### src/source/vram_pkg.sv
package vram_pkg;

	////////////////////////////////////////////////////////////
	// Widths
	////////////////////////////////////////////////////////////

	localparam int DATA_W      = 8;
	localparam int VRAM_ADDR_W = 13;
	localparam int CPU_ADDR_W  = 16;
	localparam int VRAM_DEPTH  = 1 << VRAM_ADDR_W;

	typedef logic [DATA_W-1:0]      byte_t;
	typedef logic [VRAM_ADDR_W-1:0] vram_addr_t;
	typedef logic [CPU_ADDR_W-1:0]  cpu_addr_t;
	typedef logic [7:0]             oam_addr_t;
	typedef logic [4:0]             tile_col_t;
	typedef logic [7:0]             line_t;

	////////////////////////////////////////////////////////////
	// Address map
	////////////////////////////////////////////////////////////

	localparam cpu_addr_t VRAM_WIN_BASE = 16'h8000;
	localparam cpu_addr_t VRAM_WIN_LAST = VRAM_WIN_BASE + cpu_addr_t'(VRAM_DEPTH - 1);
	localparam cpu_addr_t DMA_REG_ADDR  = 16'hFF46;

	localparam byte_t DMA_PAGE_FIRST = VRAM_WIN_BASE[15:8];
	localparam byte_t DMA_PAGE_LAST  = VRAM_WIN_LAST[15:8];
	localparam oam_addr_t DMA_BYTES  = 8'd160;

	localparam vram_addr_t BG_MAP0_BASE     = 13'h1800;
	localparam vram_addr_t BG_MAP1_BASE     = 13'h1C00;
	localparam vram_addr_t TILE_SIGNED_BASE = 13'h1000;

	localparam byte_t BLOCKED_DATA = 8'hFF; // Seen by a locked-out CPU read.

	typedef enum logic [1:0] {FETCH_IDLE, FETCH_MAP, FETCH_LOW, FETCH_HIGH} fetch_state_t;
	typedef enum logic {DMA_IDLE, DMA_RUN} dma_state_t;

endpackage

### src/source/oam_dma.sv
`timescale 1ns/1ps

module oam_dma (
	input  logic                 clk,
	input  logic                 arst_n,
	input  vram_pkg::cpu_addr_t  cpu_addr,
	input  vram_pkg::byte_t      cpu_wdata,
	input  logic                 cpu_wr,
	output logic                 dma_req,
	output vram_pkg::vram_addr_t dma_addr,
	input  logic                 dma_gnt,
	input  vram_pkg::byte_t      dma_rdata,
	output logic                 dma_busy,
	output logic                 oam_we,
	output vram_pkg::oam_addr_t  oam_addr,
	output vram_pkg::byte_t      oam_wdata
);

	vram_pkg::dma_state_t state_q;
	vram_pkg::oam_addr_t  rd_cnt_q;
	vram_pkg::oam_addr_t  wr_cnt_q;
	logic                 wr_vld_q;
	vram_pkg::vram_addr_t src_base_q;
	logic                 start;

	// Only pages inside the VRAM window are accepted.
	assign start = cpu_wr && (cpu_addr == vram_pkg::DMA_REG_ADDR) &&
		(cpu_wdata >= vram_pkg::DMA_PAGE_FIRST) &&
		(cpu_wdata <= vram_pkg::DMA_PAGE_LAST) &&
		(state_q == vram_pkg::DMA_IDLE);

	assign dma_busy = (state_q == vram_pkg::DMA_RUN);
	assign dma_req  = dma_busy && (rd_cnt_q != vram_pkg::DMA_BYTES);
	assign dma_addr = src_base_q + vram_pkg::vram_addr_t'(rd_cnt_q);

	assign oam_we    = wr_vld_q;
	assign oam_addr  = wr_cnt_q;
	assign oam_wdata = dma_rdata;

	always_ff @(posedge clk or negedge arst_n) begin
		if (!arst_n) begin
			state_q  <= vram_pkg::DMA_IDLE;
			rd_cnt_q <= '0;
			wr_cnt_q <= '0;
			wr_vld_q <= 1'b0;
		end else begin
			wr_vld_q <= dma_gnt;
			wr_cnt_q <= rd_cnt_q; // Write stage trails the read.
			if (start) begin
				state_q  <= vram_pkg::DMA_RUN;
				rd_cnt_q <= '0;
			end else if (dma_gnt) begin
				rd_cnt_q <= rd_cnt_q + 8'd1;
			end
			if (wr_vld_q && (wr_cnt_q == vram_pkg::DMA_BYTES - 8'd1)) begin
				state_q <= vram_pkg::DMA_IDLE; // Last byte written.
			end
		end
	end

	always_ff @(posedge clk) begin
		if (start) begin
			src_base_q <= vram_pkg::vram_addr_t'({cpu_wdata, 8'h00} - vram_pkg::VRAM_WIN_BASE);
		end
	end

endmodule

### config.mk
export PLATFORM = sky130hd
export DESIGN_NAME = oam_dma
export DESIGN_NICKNAME = d
export VERILOG_FILES = /design/src/source/vram_pkg.sv /design/src/source/oam_dma.sv
export SDC_FILE = /design/constraint.sdc
export NUM_CORES = 1
export LEC_CHECK = 0
export ABC_AREA = 1
export BUFFER_PORTS_ARGS = -buffer_cell sky130_fd_sc_hd__buf_4
export CAP_MARGIN = 40
export CORE_MARGIN = 1.5
export CORE_UTILIZATION = 35
export CTS_CLUSTER_SIZE = 20
export DETAILED_ROUTE_END_ITERATION = 6
export PLACE_DENSITY = 0.7
export SYNTH_ARGS = -nofsm -noshare
export SYNTH_HDL_FRONTEND = slang
export SYNTH_SLANG_ARGS = --single-unit
export TNS_END_PERCENT = 50
### constraint.sdc
create_clock -name clk -period 1.5 [get_ports clk]
set_input_delay 0.075 -clock clk [delete_from_list [all_inputs] [get_ports clk]]
set_output_delay 0.075 -clock clk [all_outputs]
set_load 0.005 [all_outputs]
Word level (Yosys, flattened, before mapping)
Cells that the tools add are included.
{ "word_totals": {"reg_bits": 31, "wordCells": 26, "out_inout_bits": 32, "inputBits": 36} }
{ "op_classes": {"addsub": 3, "n_lt_le_gt_ge": 2, "n_bitwise": 1, "reduce_logical": 8, "muxes": 4, "n_eq_ne": 3} }
{ "op_table": {"columns": ["operator", "count"], "rows": [
  ["$eq A16 B16 Y1 const B", 1],
  ["$mux W8", 2],
  ["$add A13 B8 Y13", 1],
  ["$sub A13 B1 Y13 const B", 1],
  ["$add A8 B1 Y8 const B", 1],
  ["$eq A8 B8 Y1 const B", 1],
  ["$ge A8 B8 Y1 const B", 1],
  ["$le A8 B8 Y1 const B", 1],
  ["$ne A8 B8 Y1 const B", 1],
  ["$logic_and A1 B1 Y1", 6],
  ["$reduce_bool A2 Y1", 2],
  ["$mux W1", 2],
  ["$not A1 Y1", 1]
]} }

Depth between registers and ports, before layout
{ "depth": {"word_depth": 7, "ltp_mapped": 8, "ltp_nobuf": 8} }

Least setup slack after synthesis
No wires, ideal clock.
{ "synth_timing": {"path_kind": "register to register", "start": "register rd_cnt_q[0]", "end": "register rd_cnt_q[6]", "arrival_ns": 1.063, "stages_incl_launch_ff": 9, "period_less_slack_ns": 1.182, "required_time_ns": 1.381, "n_path_buf": 0, "path_slack_ns": 0.318, "setup_ns": 0.119, "path_cell_list": "dfrtp_1 > ha_1 > nand2_2 > nor2_2 > nand2_1 > inv_1 > nand3_1 > nand2_1 > nor2_1"} }
{ "synth_between": {"elab_chain_cells": 3} }
{ "synth_lines": {"columns": ["element", "line_no", "rtl"], "rows": [
  ["from (decl)", "oam_dma.sv:20", "vram_pkg::oam_addr_t rd_cnt_q;"],
  ["from (signal assigned)", "oam_dma.sv:53", "rd_cnt_q <= rd_cnt_q + 8'd1;"],
  ["$add A8 B1 Y8", "oam_dma.sv:53", null],
  ["$mux W8", "oam_dma.sv:52", "end else if (dma_gnt) begin"],
  ["$mux W8", "oam_dma.sv:49", "if (start) begin"]
]} }
No other way between the ends. The select of a mux whose other input is x is not followed.
A chain may end at the register's enable or synchronous reset.

Final worst setup path
{ "layout_timing": {"start": "register rd_cnt_q[1]", "end": "output dma_req"} }
{ "layout_between": {"elab_chain_cells": 2} }
{ "layout_lines": {"columns": ["element", "line_no", "rtl"], "rows": [
  ["$ne A8 B8 Y1", "oam_dma.sv:33", "assign dma_req = dma_busy && (rd_cnt_q != vram_pkg::DMA_BYTES);"],
  ["$logic_and A1 B1 Y1", "oam_dma.sv:33", null],
  ["to (decl)", "oam_dma.sv:9", "output logic dma_req,"]
]} }
No other way between the ends.

==> summary.txt <==
status: finished clean
clock sink total: 23
data arrival time of the worst path: 1340 ps
initial core utilization: 0.3697
Crit path depth: 4
sequential area share after synthesis: 0.5322
Layout area overhead: 44.23%
unrepaired setup endpoints after global routing: no
first-pass GRT wire length: 4243 µm
post-synthesis cell count: 131
mapped cell area: 0.001129 mm²
drt first pass iters: 3
PD cells: 1371 mW/mm²
vias in the first global route: 1063
# DRC: 0
Hold Fails Final Rpt: 0
vias: 1001
delay-heaviest family, CP: flip-flops
worst min path class: in -> out
startpoint types: register
min cycle time layout: 1412 ps
Worst R2R Path Depth: 9
# setup viols final: 0
Net Count, Synth: 169
routability cong.: 0.8960
total chip power: 2.232 mW
area of the core: 0.003053 mm²
htree depth: 1
Total Die Area: 0.003574 mm²
CP Max Fanout: 5
layout cell share with drive strength beyond 1: 0.3529
worst path cell trace: inv_1, ha_1, a41oi_2, buf_4
IO Port Bufs: 51
max-slew violation count: 0
initial antenna violation count: 0
largest cells by area after synthesis: dfrtp_1, edfxtp_1, nand2_1
Iteration-0 DRC Markers: 16
CTS tree: yes
Yosys top cell by area: dfrtp_1
clk_lat worst skew: 290 ps
Overall Global Routing Usage: 0.1570
Worst Hold Depth: 0
DRT antenna net count: 0
hold_ws: 150.0 ps
clock skew: 0.4821 ps
maxcap violations: 0
# nets final: 226
Crit Path Category: reg -> out
root buf cell: clkbuf_4
leakage: 0.8659 nW
Sum Neg Setup Slack: 0 ps
Peak VDD IR: 409.8 µV
die height: 59.79 µm
WL/cell: 11.35 µm
Bufs and invs on worst path: 2
drt via density: 4.333
Horiz. Die Dim: 59.79 µm
# IOs: 68
Worst setup EP type: primary output
synth warn: 0
Final HPWL DP: 2100 µm
Slew Limit Headroom: 0.8445
maximum clock path buffer count: 2
Rows: 20
area share of the largest cell type after synthesis: 0.3991
R2R Setup Slk: 200 ps
diode count: 0
Yosys cell types: 22
WL final: 2622 µm
Max Clock Freq: 0.7084 GHz
Final Cycle Share: 0.9411
clk slew on worst S/H paths: 120 ps
Slew @ Worst Pin: 232.5 ps
Worst EP required: 1420 ps
largest net degree at the start of global routing: 19
total grt overflow: 0
CP max stage cell: dfrtp_1
register bit total from synthesis: 23
Num CTS Buffers: 3
worst stage delay on the critical path: 420 ps
Synth Area per Inst: 8.615 µm²
## through the flow
stage,setup WS [ps],std cells,util,area [µm²]
2_1_floorplan,318.1,131,-,1129
3_3_place_gp,292.6,219,0.4959,1514
3_5_place_dp,244.4,219,0.4959,1514
4_1_cts,8.775,231,0.5299,1618
5_1_grt,2.201,231,0.5332,1628
6_report,88.42,231,0.5332,1628
## synthesized netlist by cell type
| library cell | count |
|---|---|
| nand2_1 | 32 |
| inv_1 | 25 |
| dfrtp_1 | 18 |
| nor2_1 | 18 |
| buf_4 | 8 |
| edfxtp_1 | 5 |
| nand3_1 | 4 |
| nand4_1 | 3 |
| ha_1 | 2 |
| nand2_2 | 2 |
| nor3_1 | 2 |
| xor2_1 | 2 |
| a21oi_1 | 1 |
| a21oi_2 | 1 |
| a41oi_1 | 1 |
| nand3_2 | 1 |
| nand3b_1 | 1 |
| nor2_2 | 1 |
| nor2_4 | 1 |
| o21ai_0 | 1 |
| o21bai_2 | 1 |
| xnor2_1 | 1 |
## layer usage
layer	vias up	part of all wire	GRT usage
met4	0	0.011	0.05079
li1	502	-	-
met1	452	0.38	0.1623
met3	4	0.083	0.04113
met2	43	0.52	0.3012
met5	-	0	0
## state kept, by name, indices dropped and copies added, names as in the netlist
register	cells
dma_busy	1
src_base_q	5
oam_we	1
rd_cnt_q	8
oam_addr	8
## path summary, 6_finish.rpt
| check | from | to |
|---|---|---|
| setup / recovery | rd_cnt_q[1]$_DFFE_PN0P_ | dma_req |
| hold / removal | dma_rdata[0] | oam_wdata[0] |
| setup reg to reg | rd_cnt_q[0]$_DFFE_PN0P_ | rd_cnt_q[6]$_DFFE_PN0P_ |
| hold reg to reg | rd_cnt_q[1]$_DFFE_PN0P_ | oam_addr[1]$_DFF_PN0_ |
| max in group asynchronous | arst_n | rd_cnt_q[4]$_DFFE_PN0P_ |
| min in group asynchronous | arst_n | oam_we$_DFF_PN0_ |
## worst reg2reg max path: stages (launching register included)
cell     delay, ps
dfrtp_1        400
buf_4          160
ha_1           200
nand2_2         80
nor2_2          50
nand2_1         80
inv_1           60
nand3_1         60
nand2_1         60
nor2_1         110
## cells by family (layout without fill, tap and decap cells)
logic type,count (synthesis),after routing,synth area share
compound gates,5,5,0.03436
simple gates,65,65,0.2517
flops,23,23,0.5321
xor+xnor,3,3,0.02329
fa+ha+maj,2,2,0.02217
buf+inv,33,89,0.1364
## power by group
group	leakage (nW)	switching, mW	internal [mW]	total [mW]
sequential	0.246	0.232	0.842	1.07
clock	0.0150	0.170	0.103	0.273
combinational	0.605	0.391	0.494	0.885
total	0.866	0.793	1.44	2.23
## timing repair
item                       in CTS  in global routing
gates resized for setup         0                  3
hold endpoints to repair       24                  0
setup buffers                   1                  0
cloned                          0                  0
setup endpoints to repair       1                  1
hold buffers                    7                  0
## final cells by class
type,count,area (µm²)
Inverter,25,93.84
Timing Repair Buffer,60,467.9
Multi-Input combinational cell,75,381.6
Tap cell,44,55.05
Fill cell,272,1425
Sequential cell,23,603.1
Clock buffer,4,26.28
## cells in the final DEF, fill, tap and decap left out
cell	synthesis	routed
clkbuf_4	0	3
a41oi_2	0	1
o21ai_0	1	1
edfxtp_1	5	5
nor2_2	1	1
nand3_1	4	4
nand2_2	2	2
dfrtp_2	0	2
xor2_1	2	2
nand4_1	3	3
a21oi_2	1	1
nand2_1	32	32
ha_1	2	2
clkbuf_1	0	1
inv_1	25	25
dlygate4sd3_1	0	7
nor2_4	1	1
a21oi_1	1	1
nor3_1	2	2
nor2_1	18	18
o21bai_2	1	1
xnor2_1	1	1
nand3_2	1	1
buf_4	8	53
dfrtp_1	18	16
nand3b_1	1	1
Note: power is estimated with default switching activity, not from simulation.
