## config.mk

```make
export PLATFORM = sky130hd
export DESIGN_NAME = vram_interface
export DESIGN_NICKNAME = d
export VERILOG_FILES = /design/src/source/vram_pkg.sv /design/src/source/vram_interface.sv
export SDC_FILE = /design/constraint.sdc
export NUM_CORES = 1
export LEC_CHECK = 0
export ABC_AREA = 1
export BUFFER_PORTS_ARGS = -buffer_cell sky130_fd_sc_hd__buf_4
export CORE_ASPECT_RATIO = 1.2
export CORE_MARGIN = 2
export CORE_UTILIZATION = 29
export CTS_CLUSTER_DIAMETER = 40
export DETAILED_ROUTE_END_ITERATION = 10
export PLACE_DENSITY = 0.9
export RECOVER_POWER = 100
export SETUP_SLACK_MARGIN = 0.4
export SLEW_MARGIN = 20
export SYNTH_ARGS = -nofsm -noshare
export SYNTH_HDL_FRONTEND = slang
export SYNTH_SLANG_ARGS = --single-unit
```

## constraint.sdc

```tcl
create_clock -name clk -period 1.29 [get_ports clk]
set_input_delay 0.129 -clock clk [delete_from_list [all_inputs] [get_ports clk]]
set_output_delay 0.129 -clock clk [all_outputs]
set_load 0.01 [all_outputs]
```

## src/source/vram_pkg.sv

```systemverilog
package vram_pkg;

	////////////////////////////////////////////////////////////
	// Widths
	////////////////////////////////////////////////////////////

	localparam int DATA_W      = 8;
	localparam int VRAM_ADDR_W = 13;
	localparam int CPU_ADDR_W  = 16;
	localparam int VRAM_DEPTH  = 1 << VRAM_ADDR_W;

	typedef logic [DATA_W-1:0]      byte_t;
	typedef logic [VRAM_ADDR_W-1:0] vram_addr_t;
	typedef logic [CPU_ADDR_W-1:0]  cpu_addr_t;
	typedef logic [7:0]             oam_addr_t;
	typedef logic [4:0]             tile_col_t;
	typedef logic [7:0]             line_t;

	////////////////////////////////////////////////////////////
	// Address map
	////////////////////////////////////////////////////////////

	localparam cpu_addr_t VRAM_WIN_BASE = 16'h8000;
	localparam cpu_addr_t VRAM_WIN_LAST = VRAM_WIN_BASE + cpu_addr_t'(VRAM_DEPTH - 1);
	localparam cpu_addr_t DMA_REG_ADDR  = 16'hFF46;

	localparam byte_t DMA_PAGE_FIRST = VRAM_WIN_BASE[15:8];
	localparam byte_t DMA_PAGE_LAST  = VRAM_WIN_LAST[15:8];
	localparam oam_addr_t DMA_BYTES  = 8'd160;

	localparam vram_addr_t BG_MAP0_BASE     = 13'h1800;
	localparam vram_addr_t BG_MAP1_BASE     = 13'h1C00;
	localparam vram_addr_t TILE_SIGNED_BASE = 13'h1000;

	localparam byte_t BLOCKED_DATA = 8'hFF; // Seen by a locked-out CPU read.

	typedef enum logic [1:0] {FETCH_IDLE, FETCH_MAP, FETCH_LOW, FETCH_HIGH} fetch_state_t;
	typedef enum logic {DMA_IDLE, DMA_RUN} dma_state_t;

endpackage

```

## src/source/vram_interface.sv

```systemverilog
`timescale 1ns/1ps

module vram_interface (
	input  logic                 clk,
	input  logic                 arst_n,

	input  vram_pkg::cpu_addr_t  cpu_addr,
	input  vram_pkg::byte_t      cpu_wdata,
	input  logic                 cpu_rd,
	input  logic                 cpu_wr,

	input  logic                 ppu_mode3,
	input  logic                 dma_busy,

	input  logic                 fetch_req,
	input  vram_pkg::vram_addr_t fetch_addr,
	input  logic                 dma_req,
	input  vram_pkg::vram_addr_t dma_addr,
	output logic                 dma_gnt,

	output vram_pkg::byte_t      fetch_rdata,
	output vram_pkg::byte_t      dma_rdata,
	output vram_pkg::byte_t      cpu_rdata,
	output logic                 cpu_rvalid,

	output logic                 mem_cs,
	output logic                 mem_oe,
	output logic                 mem_we,
	output vram_pkg::vram_addr_t mem_addr,
	output vram_pkg::byte_t      mem_wdata,
	input  vram_pkg::byte_t      mem_rdata
);

	logic                 in_win;
	logic                 lockout;
	logic                 cpu_rd_go;
	logic                 cpu_wr_go;
	vram_pkg::vram_addr_t cpu_vaddr;

	logic own_fetch_q;
	logic own_dma_q;
	logic own_cpu_q;

	////////////////////////////////////////////////////////////
	// CPU window and lockout
	////////////////////////////////////////////////////////////

	assign in_win = (cpu_addr >= vram_pkg::VRAM_WIN_BASE) &&
		(cpu_addr <= vram_pkg::VRAM_WIN_LAST);
	assign cpu_vaddr = vram_pkg::vram_addr_t'(cpu_addr - vram_pkg::VRAM_WIN_BASE);

	// A collision with another client counts as a lockout.
	assign lockout = ppu_mode3 || dma_busy || fetch_req || dma_req;

	assign cpu_rd_go = cpu_rd && in_win && !lockout;
	assign cpu_wr_go = cpu_wr && in_win && !lockout;

	////////////////////////////////////////////////////////////
	// Arbitration and strobes
	////////////////////////////////////////////////////////////

	assign dma_gnt = dma_req && !fetch_req; // Fetcher always wins.

	assign mem_cs    = fetch_req || dma_gnt || cpu_rd_go || cpu_wr_go;
	assign mem_oe    = fetch_req || dma_gnt || cpu_rd_go;
	assign mem_we    = cpu_wr_go;
	assign mem_wdata = cpu_wdata;

	always_comb begin
		if (fetch_req) begin
			mem_addr = fetch_addr;
		end else if (dma_gnt) begin
			mem_addr = dma_addr;
		end else begin
			mem_addr = cpu_vaddr;
		end
	end

	////////////////////////////////////////////////////////////
	// Read-data steering
	////////////////////////////////////////////////////////////

	always_ff @(posedge clk or negedge arst_n) begin
		if (!arst_n) begin
			own_fetch_q <= 1'b0;
			own_dma_q   <= 1'b0;
			own_cpu_q   <= 1'b0;
			cpu_rvalid  <= 1'b0;
		end else begin
			own_fetch_q <= fetch_req;
			own_dma_q   <= dma_gnt;
			own_cpu_q   <= cpu_rd_go;
			cpu_rvalid  <= cpu_rd && in_win; // Blocked reads still answer.
		end
	end

	assign fetch_rdata = own_fetch_q ? mem_rdata : '0;
	assign dma_rdata   = own_dma_q ? mem_rdata : '0;
	assign cpu_rdata   = own_cpu_q ? mem_rdata : vram_pkg::BLOCKED_DATA;

endmodule

```

* Word-level counts from Yosys, hierarchy flattened
Cells that the tools add are included.
** Storage, ports and cells
- Bits of input ports :: 66
- Bits in registers :: 4
- Word-level logic and storage cells :: 26
- Output and inout bits :: 50
** Cells by class
- $add $sub $neg :: 1
- $lt $le $gt $ge :: 2
- Muxes and demuxes :: 5
- Reductions and logical operators :: 14
** Operators by type and width (count)
- 13-bit two-way mux :: 2
- 8-bit two-way mux :: 3
- 16-bit greater-or-equal comparator, second input constant :: 1
- 16-bit <= comparator, second input constant :: 1
- 13-bit by 1-bit subtractor with 13-bit output, second input constant :: 1
- 1-bit logical AND :: 6
- 1-bit logical OR :: 6
- 1-bit zero test :: 2

* Logic depth before layout (Yosys ltp)
- Depth after elaboration :: 7
- Mapped depth :: 5
- Gate-level depth less buffers :: 5

* Least setup slack after synthesis
Ideal clock, no wire load.
- Path kind :: flip-flop to output port
- From :: register own_fetch_q
- To :: output fetch_rdata[0]
- Buffers on the path :: 1
- Setup slack :: 488 ps
- Cell stages (with the launch flop) :: 4
- Arrival time :: 673 ps
- Data required time :: 1161 ps
- Cells stage by stage :: dfrtp_1 -> clkbuf_1 -> nand2_1 -> inv_1
** On the way
- Longest elaborated chain between the ends :: 1
** Ends and longest elaborated chain
- start: declaration :: line vram_interface.sv:40 : logic own_fetch_q;
- start signal: assignment :: line vram_interface.sv:90 : own_fetch_q <= fetch_req;
- 8-bit two-way mux :: line vram_interface.sv:97 : assign fetch_rdata = own_fetch_q ? mem_rdata : '0;
- end: declaration :: line vram_interface.sv:21 : output vram_pkg::byte_t fetch_rdata,
Every way passes these cells.

* Worst setup path after layout
- From :: input fetch_req
- To :: output mem_oe
** On the way
- Longest elaborated chain between the ends :: 5
- Elaborated cells between the ends (all ways) :: 8
- Classes of those cells :: 8 x reduce/logical
** Ends and longest elaborated chain
- start: declaration :: line vram_interface.sv:15 : input logic fetch_req,
- 1-bit logical OR (2 in a row) :: line vram_interface.sv:53 : assign lockout = ppu_mode3 || dma_busy || fetch_req || dma_req;
- 1-bit zero test :: line vram_interface.sv:55 : assign cpu_rd_go = cpu_rd && in_win && !lockout;
- 1-bit logical AND :: line vram_interface.sv:55
- 1-bit logical OR (*) :: line vram_interface.sv:65 : assign mem_oe = fetch_req || dma_gnt || cpu_rd_go;
- end: declaration :: line vram_interface.sv:27 : output logic mem_oe,
Mark *: on every way between the ends. The rest lies on a longest branch, timed or not.

==> run_results.csv <==
group,metric,value,unit
outcome,run_status,"complete, no violations",
routing,drc_errors,0,
routing,routed.top_layer,"met4",
die,floorplan.initialDensity,0.3001,
sta,fin_crit_sh,0.8919,
synthesis,synthesis.instances,137,
clock_network,numClockSinks,4,
place,gp_routability_congestion,0.7215,
power_and_ir_drop,leakage,0.001080,µW
grt,track_usage,0.2380,
routing,routed_wirelength,4228,µm
final_layout,final_layout_size_suffix_gt1_frac,0.5617,
setup_path,type_of_destination_of_the_critical_path,"output pin",
sta,slew_headroom,0.7881,
synthesis,share_of_cell_area_taken_by_muxes_after_synthesis,0,
hold_path,tightest_hold_check_type,"primary input to flip-flop",
routing,route.detailed.wl_per_inst,15.89,µm
power_and_ir_drop,internal_power,526.8,µW
setup_path,crit_path_top_delay_cell,"nor2_1",
power_and_ir_drop,vdd_ir_drop_max,0.3097,mV
routing,dr_wl_met2,2281,µm
final_layout,syn_to_final_growth,159.1,%
die,core_area,2235,µm²
power_and_ir_drop,sw_frac_of_total,0.3574,
setup_path,critical_path.top_delay_family,"simple AND/OR/NAND/NOR gates",
sta,max_freq,869.1,MHz
synthesis,most_frequent_cell_after_synthesis,"nand2_1",
synthesis,synth_xor_xnor_area_share,0,
hold_path,hold-path-endpoint,"own_fetch_q",
power_and_ir_drop,share_seq_of_total_power,0.169,
power_and_ir_drop,power.net_switching,293.1,µW
grt,antenna_found_initial,0,
grt,maximum_number_of_pins_on_one_net_before_global_route_repair,15,
final_layout,final_net_count,303,
sta,setup_slack,139.4,ps
routing,first_iter_violations,30,
setup_path,worstPathBufferInverterCount,3,
clock_network,htree_levels,1,
clock_network,worst_setup_hold_path_clk_slew,40,ps
synthesis,netlist-cell-type-count,12,
synthesis,synth-adder-area-share,0,
synthesis,synth_area_leader_cell,"nand2_1",
routing,number_of_nets_with_antenna_violations_after_routing,0,
final_layout,num_antenna_cells,0,
sta,hold_viol,0,
sta,finalSetupTns,0,ps
synthesis,post_synth_most_frequent_cells,"nand2_1, inv_1, nand3_1, buf_4, dfrtp_1",
die,die_x,47.90,µm
synthesis,yosysWarnings,0,
synthesis,synth_top_family_by_area,"simple AND/OR/NAND/NOR gates",
synthesis,synth.top_cells.by_area,"nand2_1, inv_1, dfrtp_1",
routing,routed-via-count,1276,
die,die_height,56.68,µm
setup_path,critical_path.startpoint_type,"primary input",
grt,grt_overflow_total,0,
synthesis,synthesized_area_fraction_occupied_by_and_or_nand_nor_cells,0.5243,
place,standard_cell_area_after_detailed_placement,1389,µm²
setup_path,timing.critical_path.cells,"buf_12, nor2_4, inv_2, nor2_1, nand2_4, nand2_1, buf_6",
power_and_ir_drop,powerDensity,471.8,nW/µm²
routing,met1Wirelength,1288,µm
final_layout,nFillCells,168,
die,fp-row-count,19,
final_layout,finish.instance_area,1738,µm²
routing,met3_wirelength,437,µm
place,place_inst,255,
synthesis,netlist_area,670.6,µm²
power_and_ir_drop,power_frac_clock,0.200,
hold_path,worst_hold_path_cell_count,1,
die,fp.dieArea,2715,µm²
sta,finalSetupViolCount,0,
final_layout,finish.utilization,0.7777,
synthesis,yosysSeqAreaShare,0.1493,
clock_network,root_buffer_cell,"clkbuf_4",
setup_path,critPathArrivalTime,1020,ps
setup_path,critPathMaxFanout,4,
place,io_buffer_count,99,
grt,global_route_wire_length_before_repair,4671,µm
sta,slew_of_the_pin_with_the_lowest_slew_margin,316.6,ps
grt,first_global_vias,1189,
job,drv.max_cap_violation_count,0,
sta,grt_setup_unrepaired,"true",
synthesis,synth-compound-area-share,0.01119,
sta,period_needed,1151,ps
die,pin_count,116,
synthesis,synthDominantCellAreaShare,0.3750,
power_and_ir_drop,combinationalPowerShare,0.630,
routing,dr.pass1.iters,4,
place,dpl_worst_slack,199.1,ps
setup_path,path_class,"primary input to output pin",
place,dpl.hpwl,1998,µm
synthesis,synthFlopType,"dfrtp_1",
setup_path,critical_path.max_stage_delay,250,ps
synthesis,synthesis.nets,203,
clock_network,number_of_buffers_added_by_the_clock_tree_synthesis_step,3,
synthesis,synth_enable_flop_cells,0,
synthesis,yosys_register_bits,4,
synthesis,synthesis.area_per_instance,4.895,µm²
routing,route.detailed.vias_per_inst,4.797,
clock_network,cts_tree,"yes",
final_layout,finalNonFillerCells,266,
clock_network,clock_path_buffers,2,
setup_path,crit_required,1160,ps
sta,maxSlewViolCount,0,
synthesis,postSynth.asyncResetShare,1.000,
hold_path,min-delay-start,"fetch_req",
## power groups by stage
stage / registers, µW / clock network (µW) / logic, µW
after floorplan: 133 / 0 / 160
after global placement: 139 / 0 / 381
after detailed placement: 139 / 0 / 386
after CTS: 139 / 161 / 488
after global routing: 139 / 180 / 545
final: 139 / 164 / 517
## layer usage
layer / track usage / up-vias
met5: 0 / -
met4: 0.1236 / 0
met3: 0.06752 / 21
met2: 0.4590 / 100
met1: 0.1914 / 577
li1: - / 578
## flip-flops by register name (all words and copies together), names as in the netlist
register,count
cpu_rvalid,1
own_cpu_q,1
own_dma_q,1
own_fetch_q,1
## layout by cell type (no fill, tap or decap)
cell type / count
dfrtp_2: 2
nand2_2: 8
nand2_1: 50
clkbuf_1: 10
dfrtp_1: 2
buf_6: 37
inv_1: 26
clkbuf_4: 3
a22oi_2: 1
nor2_2: 1
nor2_4: 2
buf_8: 2
buf_4: 55
nand3_2: 2
dlygate4sd3_1: 1
inv_2: 6
nand2_4: 9
nor2_1: 3
buf_12: 4
nand3_1: 11
## how the worst max path moves through the flow
| stage | from | end | slack (ps) | cells after the start |
|---|---|---|---|---|
| 5_1_grt | own_dma_q | dma_rdata[5] | 80 | 3 |
| 6_report | fetch_req | mem_oe | 140 | 7 |
| 4_1_cts | own_fetch_q | fetch_rdata[7] | 220 | 3 |
| 2_1_floorplan | own_fetch_q | fetch_rdata[0] | 490 | 3 |
| 3_5_place_dp | fetch_req | mem_addr[5] | 200 | 6 |
| 3_3_place_gp | fetch_req | mem_addr[12] | 210 | 6 |
## cell type report
type                    instances  area (µm²)  share of cell area
clock buffers                   3       22.52             0.01296
multi-input cells              87       466.7              0.2685
inverters                      32       120.1             0.06911
flip-flops and latches          4       102.6             0.05903
repair buffers                109       987.2              0.5680
well taps                      31       38.79             0.02232
## stage by stage
step / power, µW / hold slack (ps)
after floorplan: 293.2 / -166.6
after global placement: 520.6 / -75.97
after detailed placement: 525.3 / -75.27
after CTS: 787.5 / 14.40
after global routing: 864.9 / -2.126
final: 819.9 / 13.29
## kinds of logic (layout without fill, tap and decap cells)
group / after synthesis / after routing
compound gates: 1 / 1
buf+inv: 46 / 144
flops: 4 / 4
simple gates: 86 / 86
## what timing repair did
action	in CTS	in global routing
hold buffers	1	0
hold endpoints to repair	4	0
buffers inserted	5	1
resized for setup	85	36
pin swaps	36	19
setup endpoints to repair	41	40
gates cloned	1	0
(Power assumes the default switching activity.)
