===== config.mk =====
export PLATFORM = sky130hd
export DESIGN_NAME = bg_tile_fetcher
export DESIGN_NICKNAME = d
export VERILOG_FILES = /design/src/source/vram_pkg.sv /design/src/source/bg_tile_fetcher.sv
export SDC_FILE = /design/constraint.sdc
export NUM_CORES = 1
export LEC_CHECK = 0
export ABC_AREA = 1
export BUFFER_PORTS_ARGS = -buffer_cell sky130_fd_sc_hd__buf_2
export CAP_MARGIN = 20
export CORE_MARGIN = 8
export CORE_UTILIZATION = 50
export DETAILED_ROUTE_END_ITERATION = 16
export PLACE_DENSITY = 0.78
export SLEW_MARGIN = 10
export SYNTH_ARGS = -nofsm -noshare
export SYNTH_HDL_FRONTEND = slang
export SYNTH_SLANG_ARGS = --single-unit

===== constraint.sdc =====
create_clock -name clk -period 2.6 [get_ports clk]
set_input_delay 0.26 -clock clk [delete_from_list [all_inputs] [get_ports clk]]
set_output_delay 0.26 -clock clk [all_outputs]
set_load 0.005 [all_outputs]

===== src/source/vram_pkg.sv =====
package vram_pkg;

	////////////////////////////////////////////////////////////
	// Widths
	////////////////////////////////////////////////////////////

	localparam int DATA_W      = 8;
	localparam int VRAM_ADDR_W = 13;
	localparam int CPU_ADDR_W  = 16;
	localparam int VRAM_DEPTH  = 1 << VRAM_ADDR_W;

	typedef logic [DATA_W-1:0]      byte_t;
	typedef logic [VRAM_ADDR_W-1:0] vram_addr_t;
	typedef logic [CPU_ADDR_W-1:0]  cpu_addr_t;
	typedef logic [7:0]             oam_addr_t;
	typedef logic [4:0]             tile_col_t;
	typedef logic [7:0]             line_t;

	////////////////////////////////////////////////////////////
	// Address map
	////////////////////////////////////////////////////////////

	localparam cpu_addr_t VRAM_WIN_BASE = 16'h8000;
	localparam cpu_addr_t VRAM_WIN_LAST = VRAM_WIN_BASE + cpu_addr_t'(VRAM_DEPTH - 1);
	localparam cpu_addr_t DMA_REG_ADDR  = 16'hFF46;

	localparam byte_t DMA_PAGE_FIRST = VRAM_WIN_BASE[15:8];
	localparam byte_t DMA_PAGE_LAST  = VRAM_WIN_LAST[15:8];
	localparam oam_addr_t DMA_BYTES  = 8'd160;

	localparam vram_addr_t BG_MAP0_BASE     = 13'h1800;
	localparam vram_addr_t BG_MAP1_BASE     = 13'h1C00;
	localparam vram_addr_t TILE_SIGNED_BASE = 13'h1000;

	localparam byte_t BLOCKED_DATA = 8'hFF; // Seen by a locked-out CPU read.

	typedef enum logic [1:0] {FETCH_IDLE, FETCH_MAP, FETCH_LOW, FETCH_HIGH} fetch_state_t;
	typedef enum logic {DMA_IDLE, DMA_RUN} dma_state_t;

endpackage


===== src/source/bg_tile_fetcher.sv =====
`timescale 1ns/1ps

module bg_tile_fetcher (
	input  logic                 clk,
	input  logic                 arst_n,
	input  logic                 fetch_start,
	input  vram_pkg::tile_col_t  fetch_col,
	input  vram_pkg::line_t      line_y,
	input  logic                 lcdc_map_sel,
	input  logic                 lcdc_tile_sel,
	output logic                 fetch_req,
	output vram_pkg::vram_addr_t fetch_addr,
	input  vram_pkg::byte_t      fetch_rdata,
	output vram_pkg::byte_t      tile_lo,
	output vram_pkg::byte_t      tile_hi,
	output logic                 tile_valid,
	output logic                 fetch_busy
);

	vram_pkg::fetch_state_t state_q;
	logic                   hi_pend_q;

	vram_pkg::tile_col_t col_q;
	vram_pkg::line_t     line_q;
	logic                map_sel_q;
	logic                tile_sel_q;
	vram_pkg::byte_t     idx_q;
	vram_pkg::byte_t     lo_q;

	vram_pkg::byte_t      idx;
	vram_pkg::vram_addr_t map_base;
	vram_pkg::vram_addr_t map_addr;
	vram_pkg::vram_addr_t row_off;
	vram_pkg::vram_addr_t tile_addr;

	assign fetch_busy = (state_q != vram_pkg::FETCH_IDLE) || hi_pend_q;
	assign fetch_req  = (state_q != vram_pkg::FETCH_IDLE);

	////////////////////////////////////////////////////////////
	// Address generation
	////////////////////////////////////////////////////////////

	assign map_base = map_sel_q ? vram_pkg::BG_MAP1_BASE : vram_pkg::BG_MAP0_BASE;
	assign map_addr = map_base + vram_pkg::vram_addr_t'({line_q[7:3], col_q});
	assign row_off  = vram_pkg::vram_addr_t'({line_q[2:0], 1'b0});

	// Index comes straight off the bus in the low-byte cycle.
	assign idx = (state_q == vram_pkg::FETCH_LOW) ? fetch_rdata : idx_q;

	always_comb begin
		if (tile_sel_q) begin
			tile_addr = vram_pkg::vram_addr_t'({idx, 4'h0}) + row_off;
		end else begin
			tile_addr = vram_pkg::TILE_SIGNED_BASE + {idx[7], idx, 4'h0} + row_off;
		end
	end

	always_comb begin
		case (state_q)
			vram_pkg::FETCH_MAP:  fetch_addr = map_addr;
			vram_pkg::FETCH_HIGH: fetch_addr = tile_addr + 13'd1;
			default:              fetch_addr = tile_addr;
		endcase
	end

	////////////////////////////////////////////////////////////
	// Sequencer
	////////////////////////////////////////////////////////////

	always_ff @(posedge clk or negedge arst_n) begin
		if (!arst_n) begin
			state_q    <= vram_pkg::FETCH_IDLE;
			hi_pend_q  <= 1'b0;
			tile_valid <= 1'b0;
		end else begin
			hi_pend_q  <= (state_q == vram_pkg::FETCH_HIGH);
			tile_valid <= hi_pend_q;
			case (state_q)
				vram_pkg::FETCH_IDLE: begin
					if (fetch_start && !hi_pend_q) begin
						state_q <= vram_pkg::FETCH_MAP;
					end
				end
				vram_pkg::FETCH_MAP:  state_q <= vram_pkg::FETCH_LOW;
				vram_pkg::FETCH_LOW:  state_q <= vram_pkg::FETCH_HIGH;
				default:              state_q <= vram_pkg::FETCH_IDLE;
			endcase
		end
	end

	always_ff @(posedge clk) begin
		if (fetch_start && !fetch_busy) begin
			col_q      <= fetch_col;
			line_q     <= line_y;
			map_sel_q  <= lcdc_map_sel;
			tile_sel_q <= lcdc_tile_sel;
		end
		if (state_q == vram_pkg::FETCH_LOW) begin
			idx_q <= fetch_rdata;
		end
		if (state_q == vram_pkg::FETCH_HIGH) begin
			lo_q <= fetch_rdata;
		end
		if (hi_pend_q) begin
			tile_lo <= lo_q;
			tile_hi <= fetch_rdata; // High plane lands here.
		end
	end

endmodule


# [After elaboration in Yosys (flattened, before gate mapping)]
# Cells that the tools add are included.
[op_classes] n_mux=6 n_reduce_logical=7 add_sub_neg=5 n_eq_ne=4
[ops] op="$pmux W13 S2" n=1
[ops] op="$add A12 B11 Y13" n=1
[ops] op="$add A12 B4 Y13" n=1
[ops] op="$add A13 B1 Y13 const B" n=1
[ops] op="$add A13 B13 Y13 const A" n=1
[ops] op="$add A13 B4 Y13" n=1
[ops] op="$mux W13" n=1
[ops] op="$mux W11" n=1
[ops] op="$mux W8" n=1
[ops] op="$pmux W2 S3" n=1
[ops] op="$eq A2 B2 Y1 const B" n=2
[ops] op="$eq A2 B1 Y1 const B" n=1
[ops] op="$logic_and A1 B1 Y1" n=2
[ops] op="$logic_not A1 Y1" n=2
[ops] op="$logic_not A2 Y1" n=1
[ops] op="$mux W2" n=1
[ops] op="$ne A2 B2 Y1 const B" n=1
[ops] op="$reduce_bool A2 Y1" n=1
[ops] op="$logic_or A1 B1 Y1" n=1
[totals] regBits=51 inputBits=26 elab_cells=33

# [Depth between registers and ports, before layout]
# Gate-level depths: netlist of the first run.
[depth] ltp_word=7 mapped_depth=7 ltp_nobuf=6

# [Worst setup path after synthesis of the first run]
# OpenSTA, ideal clock, no wires.
[synth_timing] path_kind="reg-to-reg" startpoint="register state_q[0]" endpoint="register col_q[0] (enable)" path_buffers=0 path_slack_ns=0.721 period_less_slack_ns=1.879 arrival_time_ns=1.493 t_required_ns=2.214 path_stages_with_launch=5 cell_sequence="dfrtp_1 > inv_1 > ha_1 > inv_1 > nor2_1"
[synth_via] elab_chain_len=4
[synth_lines] element="from (decl)" line="bg_tile_fetcher.sv:20" text="vram_pkg::fetch_state_t state_q;"
[synth_lines] element="from (signal assigned)" line="bg_tile_fetcher.sv:72" text="state_q <= vram_pkg::FETCH_IDLE;"
[synth_lines] element="from (signal assigned)" line="bg_tile_fetcher.sv:81" text="state_q <= vram_pkg::FETCH_MAP;"
[synth_lines] element="from (signal assigned)" line="bg_tile_fetcher.sv:84" text="vram_pkg::FETCH_MAP: state_q <= vram_pkg::FETCH_LOW;"
[synth_lines] element="$reduce_bool A2 Y1"
[synth_lines] element="via fetch_req" line="bg_tile_fetcher.sv:11" text="output logic fetch_req,"
[synth_lines] element="$logic_or A1 B1 Y1" line="bg_tile_fetcher.sv:36" text="assign fetch_busy = (state_q != vram_pkg::FETCH_IDLE) || hi_pend_q;"
[synth_lines] element="$logic_not A1 Y1" line="bg_tile_fetcher.sv:92" text="if (fetch_start && !fetch_busy) begin"
[synth_lines] element="$logic_and A1 B1 Y1" line="bg_tile_fetcher.sv:92"
[synth_lines] element="to (signal assigned)" line="bg_tile_fetcher.sv:93" text="col_q <= fetch_col;"
[synth_lines] element="to (decl)" line="bg_tile_fetcher.sv:23" text="vram_pkg::tile_col_t col_q;"
# The timed path passes the listed nets, and every way through them passes these cells.
# A chain may end at the register's enable or synchronous reset.

# [Worst setup path in the final report of the first run]
[layout_timing] startpoint="register state_q[0]" endpoint="output fetch_addr[5]"
[layout_via] elab_chain_len=7 elab_cells_between_ends=10
[layout_lines] element="$eq A2 B2 Y1" line="bg_tile_fetcher.sv:48" text="assign idx = (state_q == vram_pkg::FETCH_LOW) ? fetch_rdata : idx_q;"
[layout_lines] element="$mux W8"
[layout_lines] element="$add A13 B13 Y13" line="bg_tile_fetcher.sv:54" text="tile_addr = vram_pkg::TILE_SIGNED_BASE + {idx[7], idx, 4'h0} + row_off;"
[layout_lines] element="$add A13 B4 Y13" line="bg_tile_fetcher.sv:54"
[layout_lines] element="$mux W13" line="bg_tile_fetcher.sv:51" text="if (tile_sel_q) begin"
[layout_lines] element="$add A13 B1 Y13" line="bg_tile_fetcher.sv:61" text="vram_pkg::FETCH_HIGH: fetch_addr = tile_addr + 13'd1;"
[layout_lines] element="$pmux W13 S2 *" line="bg_tile_fetcher.sv:59" text="case (state_q)"
[layout_lines] element="to (decl)" line="bg_tile_fetcher.sv:12" text="output vram_pkg::vram_addr_t fetch_addr,"
# Every way passes the cells marked *; elsewhere a longest branch is shown, timed or not.

==> impl_metrics.tcl, run 1 <==
set metrics [dict create \
    grt_pass1_vias 1263 \
    pwr-share-seq 0.467 \
    startpoint_type "flop" \
    multi_input_area_sq_um 382 \
    synthCells 151 \
    crit_required_ps 2340 \
    worstSkewPairLatency_ps 300 \
    final_common_cell "buf_2" \
    synthTopCellsByArea "edfxtp_1 61%, nand2_1 9.4%, dfxtp_1 8.3%" \
    finalMaxSlewViolations 0 \
    vias 1187 \
    cts_tree "yes" \
    power_density_nw_per_um2 1150 \
    synth_seq_cells 51 \
    drive_gt1_frac 0.324 \
    yosysTopAreaCellShare 0.611 \
    die_w_microns 77.9 \
    dp_hpwl_microns 2600 \
    path_class "reg2out" \
    switching_share 0.326 \
    max-cap-violations 0 \
    instances_no_fill 264 \
    final.min_clock_period_ps 2110 \
    ios 58 \
    diodes 0 \
    setup_tns_ps 0 \
    cts_max_path_buffers 2 \
    die_y_microns 77.9 \
    syn_avg_cell_area_sq_um 12.7 \
    regArea_sq_um 1430 \
    gp_congestion 0.789 \
    num_rows 22 \
    max_freq_mhz 474 \
    drcViolationCount 0 \
    p_int_w 0.00184 \
    grt_first_pass_wirelength_microns 5600 \
    vias_per_cell 4.50 \
    synth_warnings 0 \
    wl_per_cell_microns 12.9 \
    antenna_found_initial 0 \
    tightest_slew_ps 632 \
    dieArea_sq_um 6070 \
    min_period_over_period 0.811 \
    power.leakage_nw 1.10 \
    drt_wl_total_microns 3410 \
    rsz0062_at_grt "false" \
    p_comb_frac 0.338 \
    yosysTopAreaCell "edfxtp_1" \
    fillers 304 \
    post-place-ws_ps 824 \
    grt_overflow_total 0 \
    hold_viol 0 \
    syn_to_final_growth_pct 23.7 \
    cts_buffers 5 \
    track_usage 0.116 \
    hp-class "in2reg" \
    synth_cell_types 16 \
    max-vdd-ir-drop_uv 580 \
    path_clk_slew_ps 80 \
    p_clk_frac 0.195 \
    core_sq_um 3690 \
    dr.pass1.iters 4 \
    htree_levels 2 \
    crit_arrival_ps 1850 \
    grt_max_degree 19 \
    status "completed" \
    first_iter_violations 82 \
    p_sw_w 0.000889 \
    seq_area_frac_synth 0.746 \
    portBuffers 57 \
    setup_ws_ps 492 \
    finalClockSkew_ps 4.26 \
    synth_area_sq_um 1920 \
    syn_nets 182 \
    setup_viol 0 \
    final_cell_mix "57 x buf_2, 48 x nand2_1, 39 x edfxtp_1" \
    end_kind "output pin" \
    cts.sinks 51 \
    postRouteAntennaNets 0 \
    final_core_util 0.643 \
    placedCellCount 255 \
    cts_root_buffer "clkbuf_8" \
    fin_nets 246 \
    start_util 0.520 \
    crit_fanout 10 \
    max_slew_margin 0.579 \
]
-- power by group through the flow --
stage          Combinational, W  Clock (W)  Sequential [W]
2_1_floorplan          0.000560          0         0.00128
3_3_place_gp           0.000916          0         0.00128
3_5_place_dp           0.000931          0         0.00130
4_1_cts                0.000945   0.000542         0.00128
5_1_grt                 0.00106   0.000572         0.00130
6_report               0.000922   0.000531         0.00127
-- Yosys cell counts --
master,n
ha_1,5
inv_8,1
nor2_2,1
nand3b_1,1
nand3_1,10
buf_6,1
dfrtp_1,4
nand2_2,2
nand2_4,1
nor2_1,2
buf_4,1
and2_1,7
nand2_1,48
edfxtp_1,39
inv_1,20
dfxtp_1,8
-- critical path, stage by stage, from the launching register on --
cell	delay, ps
dfrtp_1	440
ha_1	490
inv_1	130
nand2_2	190
nand3_1	110
nand2_1	70
buf_2	110
-- metal layers --
| metal | up-vias | share of wire | GRT usage |
|---|---|---|---|
| li1 | 612 | - | - |
| met1 | 522 | 0.43 | 0.120 |
| met2 | 49 | 0.44 | 0.189 |
| met3 | 4 | 0.12 | 0.0691 |
| met4 | 0 | 0.011 | 0.0463 |
| met5 | - | 0 | 0 |
-- area by class of cell --
type | instances | share of cell area
sequential | 51 | 0.603
multi-input combinational | 77 | 0.161
timing repair buffer | 59 | 0.128
tap | 48 | 0.0253
clock inverter | 2 | 0.0158
clock buffer | 6 | 0.0306
inverter | 21 | 0.0364
-- final timing paths --
| kind | startpoint | end | slack (ps) | depth (start not counted) |
|---|---|---|---|---|
| max | state_q[0] | fetch_addr[5] | 490 | 6 |
| min | fetch_col[0] | col_q[0] | 130 | 1 |
| max reg2reg | state_q[0] | line_q[4] | 1030 | 5 |
| min reg2reg | lo_q[4] | tile_lo[4] | 430 | 0 |
| max in group asynchronous | arst_n | state_q[0] | 2180 | 2 |
| min in group asynchronous | arst_n | hi_pend_q | 290 | 2 |
-- state kept, by name, summed over array words and instances (netlist names) --
signal,cells
line_q,8
hi_pend_q,1
idx_q,8
tile_valid,1
tile_sel_q,1
map_sel_q,1
tile_hi,8
state_q,2
lo_q,8
col_q,5
tile_lo,8
-- repair_timing --
action | CTS | global route
hold endpoints to repair | 4 | 0
hold buffers | 1 | 0
buffers inserted | 0 | 0
gates resized for setup | 0 | 0
-- logic make-up after synthesis --
family                     Yosys count  share of synthesized area
adders and majority gates            5                     0.0326
buffers and inverters               23                     0.0548
DFF                                 51                      0.746
and+or+nand+nor                     72                      0.166
-- through the flow --
step | area [sq um] | power (W) | hold WS (ps)
6_report | 2370 | 0.00273 | 132
5_1_grt | 2370 | 0.00293 | 118
4_1_cts | 2370 | 0.00277 | 122
3_5_place_dp | 2250 | 0.00223 | 73.1
3_3_place_gp | 2250 | 0.00220 | 74.2
2_1_floorplan | 1920 | 0.00184 | -35.6
Note: power is estimated with default switching activity, not from simulation.
==> inputs of run 2 (changes only) <==
==> constraint.sdc (replaced) <==
create_clock -name clk -period 2.05 [get_ports clk]
set_input_delay 0.205 -clock clk [delete_from_list [all_inputs] [get_ports clk]]
set_output_delay 0.205 -clock clk [all_outputs]
set_load 0.005 [all_outputs]
==> impl_metrics.tcl, run 2 (synthesis gave the netlist of run 1 again) <==
set metrics [dict create \
    vias_per_cell 4.60 \
    die_y_microns 77.9 \
    critical_path.max_stage_delay_ps 440 \
    grt_pass1_vias 1200 \
    hold_path_depth 1 \
    end_kind "output pin" \
    cts_max_path_buffers 2 \
    multi_input_area_sq_um 384 \
    postRouteAntennaNets 0 \
    final_common_cell "buf_2" \
    status "completed" \
    crit_fanout 10 \
    rsz0062_at_grt "false" \
    drcViolationCount 0 \
    max-cap-violations 0 \
    rr_worst_depth 5 \
    path_clk_slew_ps 80 \
    vias 1228 \
    crit_arrival_ps 1600 \
    cts_setup_buffers 0 \
    drive_gt1_frac 0.338 \
    dieArea_sq_um 6070 \
    grt_max_degree 18 \
    crit_top_cell "nand2_1" \
    track_usage 0.108 \
    worstSkewPairLatency_ps 300 \
    finalMaxSlewViolations 0 \
    crit_buf_inv 2 \
    fillers 304 \
    fin_nets 249 \
    crit_family "flip-flops" \
    antenna_found_initial 0 \
    timing.rr.end "line_q[5]" \
    start_util 0.520 \
    crit_slowest_cell "dfrtp_1" \
    max_slew_margin 0.819 \
    max_freq_mhz 554 \
    cts_root_buffer "clkbuf_8" \
    hold_viol 0 \
    min_period_over_period 0.881 \
    grt_first_pass_wirelength_microns 5200 \
    regArea_sq_um 1430 \
    final.min_clock_period_ps 1810 \
    first_iter_violations 54 \
    hp-class "in2reg" \
    gp_congestion 0.740 \
    htree_levels 2 \
    dp_hpwl_microns 2580 \
    diodes 0 \
    finalClockSkew_ps 5.90 \
    wl_per_cell_microns 12.6 \
    min_to "col_q[4]" \
    syn_to_final_growth_pct 25.0 \
    final_cell_mix "57 x buf_2, 48 x nand2_1, 39 x edfxtp_1" \
    hp-start "fetch_col[4]" \
    cts.sinks 51 \
    cts_buffers 5 \
    dr.pass1.iters 5 \
    die_w_microns 77.9 \
    path_class "reg2out" \
    tightest_slew_ps 272 \
    r2r_start "state_q[0]" \
    cp_cell_sequence "inv_1 -> ha_2 -> nand2_1 -> nand3b_1 -> nand2_1 -> buf_2" \
    setup_tns_ps 0 \
    max-vdd-ir-drop_uv 725 \
    power_density_nw_per_um2 1450 \
    num_rows 22 \
    ios 58 \
    drt_wl_total_microns 3350 \
    crit_required_ps 1850 \
    cts_tree "yes" \
    setup_viol 0 \
    core_sq_um 3690 \
    power.leakage_nw 1.11 \
    portBuffers 57 \
    rrSetupSlack_ps 510 \
    grt_overflow_total 0 \
    fin_hold_ws_ps 78.7 \
    startpoint_type "flop" \
]
==> run 2: cell type report <==
cell class                      count  area share
Clock inverter                      2      0.0157
Multi-Input combinational cell     77       0.160
Clock buffer                        6      0.0303
Sequential cell                    51       0.597
Inverter                           21      0.0360
Tap cell                           48      0.0251
Timing Repair Buffer               62       0.136
==> run 2: through the flow <==
step	utilization	std cells	total power [W]	worst slack [ps]	area, sq um
after floorplan	-	151	0.00234	171	1920
after global placement	0.617	258	0.00281	467	2270
after detailed placement	0.617	258	0.00285	405	2270
after CTS	0.649	267	0.00352	63.2	2390
after global routing	0.650	267	0.00371	140	2400
final	0.650	267	0.00348	244	2400
==> run 2: power by group <==
part / switching [W] / internal, W
Combinational: 0.000719 / 0.000520
Sequential: 0.0000933 / 0.00147
Clock: 0.000306 / 0.000364
Total: 0.00112 / 0.00236
==> run 2: timing repair <==
action                     CTS  global route
setup endpoints to repair    0             3
resized for setup            0             1
hold buffers                 1             0
hold endpoints to repair     4             0
==> run 2: worst max-delay path by stage <==
stage | startpoint | end | slack (ps) | depth (start not counted)
floorplan | state_q[0] | col_q[0] | 170 | 4
global placement | state_q[0] | fetch_addr[12] | 470 | 6
detailed placement | state_q[0] | fetch_addr[12] | 400 | 6
CTS | state_q[0] | fetch_addr[12] | 60 | 6
global route | state_q[0] | fetch_addr[6] | 140 | 7
finish | state_q[0] | fetch_addr[12] | 240 | 6
==> run 2: metal layers <==
metal / global-route usage / share of wire / up-vias
met5: 0 / 0 / -
met4: 0.0389 / 0.0072 / 0
met3: 0.0691 / 0.13 / 5
met2: 0.181 / 0.47 / 53
met1: 0.105 / 0.39 / 553
li1: - / - / 617
==> inputs of run 3 (changes only) <==
--- a/config.mk
+++ b/config.mk
@@ -9,9 +9,9 @@
 export BUFFER_PORTS_ARGS = -buffer_cell sky130_fd_sc_hd__buf_2
 export CAP_MARGIN = 20
 export CORE_MARGIN = 8
-export CORE_UTILIZATION = 50
+export CORE_UTILIZATION = 54
 export DETAILED_ROUTE_END_ITERATION = 16
-export PLACE_DENSITY = 0.78
+export PLACE_DENSITY = 0.83
 export SLEW_MARGIN = 10
 export SYNTH_ARGS = -nofsm -noshare
 export SYNTH_HDL_FRONTEND = slang
==> constraint.sdc (replaced) <==
create_clock -name clk -period 2.1 [get_ports clk]
set_input_delay 0.21 -clock clk [delete_from_list [all_inputs] [get_ports clk]]
set_output_delay 0.21 -clock clk [all_outputs]
set_load 0.005 [all_outputs]
==> impl_metrics.tcl, run 3 (synthesis gave the netlist of run 1 again) <==
set metrics [dict create \
    portBuffers 57 \
    status "completed" \
    path_clk_slew_ps 130 \
    gr-usage-met3 0.0566 \
    p_sw_w 0.00108 \
    cts_tree "yes" \
    final_common_cell "buf_2" \
    htree_levels 2 \
    drive_gt1_frac 0.338 \
    finalClockSkew_ps 10.0 \
    worstSkewPairLatency_ps 360 \
    max-vdd-ir-drop_uv 799 \
    grt_overflow_total 0 \
    finalMaxSlewViolations 0 \
    num_rows 21 \
    setup_viol 0 \
    hp-class "in2reg" \
    max_slew_margin 0.817 \
    grt_pass1_vias 1215 \
    p_int_w 0.00220 \
    power.leakage_nw 1.10 \
    hold_viol 0 \
    grt_max_degree 18 \
    cts_buffers 5 \
    drcViolationCount 0 \
    tightest_slew_ps 275 \
    grtUsageMet2 0.215 \
    dp_hpwl_microns 2610 \
    met1_usage 0.120 \
    final_cell_mix "57 x buf_2, 48 x nand2_1, 39 x edfxtp_1" \
    postRouteAntennaNets 0 \
    cts_root_buffer "clkbuf_4" \
    p_comb_frac 0.372 \
    drt_wl_total_microns 3290 \
    p_clk_frac 0.161 \
    cts_max_path_buffers 2 \
    power_density_nw_per_um2 1390 \
    rsz0062_at_grt "false" \
    path_class "reg2out" \
    dr.pass1.iters 4 \
    antenna_found_initial 0 \
    diodes 0 \
    startpoint_type "flop" \
    setup_tns_ps 0 \
    grt_busiest_layer "met2" \
    crit_arrival_ps 1720 \
    core_sq_um 3360 \
    final.min_clock_period_ps 1930 \
    crit_fanout 10 \
    max_freq_mhz 517 \
    switching_share 0.330 \
    max-cap-violations 0 \
    first_iter_violations 81 \
    end_kind "output pin" \
    cts.sinks 51 \
    die_y_microns 75.6 \
    pwr-share-seq 0.467 \
    fin_nets 249 \
    min_period_over_period 0.921 \
    fin_hold_ws_ps 24.1 \
    ios 58 \
    crit_required_ps 1890 \
    gp_congestion 0.765 \
    dieArea_sq_um 5720 \
    die_w_microns 75.6 \
    grt_first_pass_wirelength_microns 5210 \
    start_util 0.570 \
    wl_per_cell_microns 12.4 \
    track_usage 0.124 \
    vias 1210 \
    vias_per_cell 4.57 \
    syn_to_final_growth_pct 23.2 \
]
[run 3: critical path, cell delays in order (launching register included)]
cell and delay [ps]:
dfrtp_1 450, inv_1 110, ha_2 350, inv_8 70, nand2_1 90, nand3_1 100, nand2_1 90, buf_2 110
[run 3: final cells by class]
class / count / area (sq um)
fillers: 263 / 1000
clock inverters: 2 / 37.5
well taps: 46 / 57.6
clock buffers: 6 / 41.3
multi-input cells: 77 / 384
repair buffers: 62 / 325
flip-flops and latches: 51 / 1430
inverters: 21 / 86.3
[run 3: power groups by stage]
stage	Combinational, W	Sequential (W)	Clock [W]
after floorplan	0.000693	0.00159	0
after global placement	0.00119	0.00154	0
after detailed placement	0.00123	0.00156	0
after CTS	0.00124	0.00153	0.000543
after global routing	0.00138	0.00156	0.000577
final	0.00122	0.00153	0.000529
[run 3: final timing paths]
| path | endpoint | slack [ps] | cells after the start | from |
|---|---|---|---|---|
| max reg2reg | line_q[6] | 520 | 5 | state_q[1] |
| max | fetch_addr[4] | 170 | 7 | state_q[0] |
| min | col_q[4] | 20 | 1 | fetch_col[4] |
| min in group asynchronous | state_q[1] | 160 | 2 | arst_n |
| max in group asynchronous | state_q[0] | 1810 | 2 | arst_n |
| min reg2reg | tile_lo[4] | 430 | 0 | lo_q[4] |
[run 3: metal layers]
| layer | up-vias | share of wire | wire (microns) |
|---|---|---|---|
| met1 | 520 | 0.38 | 1260 |
| met5 | - | 0 | 0 |
| met3 | 6 | 0.13 | 428 |
| met4 | 0 | 0.013 | 44 |
| met2 | 62 | 0.47 | 1550 |
| li1 | 622 | - | - |
[run 3: per-stage QoR]
step	cells	cell area (sq um)	total power [W]	utilization	setup WS (ps)
after floorplan	151	1920	0.00228	-	221
after global placement	256	2270	0.00273	0.676	511
after detailed placement	256	2270	0.00278	0.676	449
after CTS	265	2360	0.00332	0.702	4.55
after global routing	265	2360	0.00352	0.703	69.4
final	265	2360	0.00328	0.703	166
[run 3: timing repair]
action                     4_1_cts  5_1_grt
setup endpoints to repair        0        9
buffers inserted                 0        0
hold endpoints to repair         4        0
hold buffers                     1        0
gates resized for setup          0        1
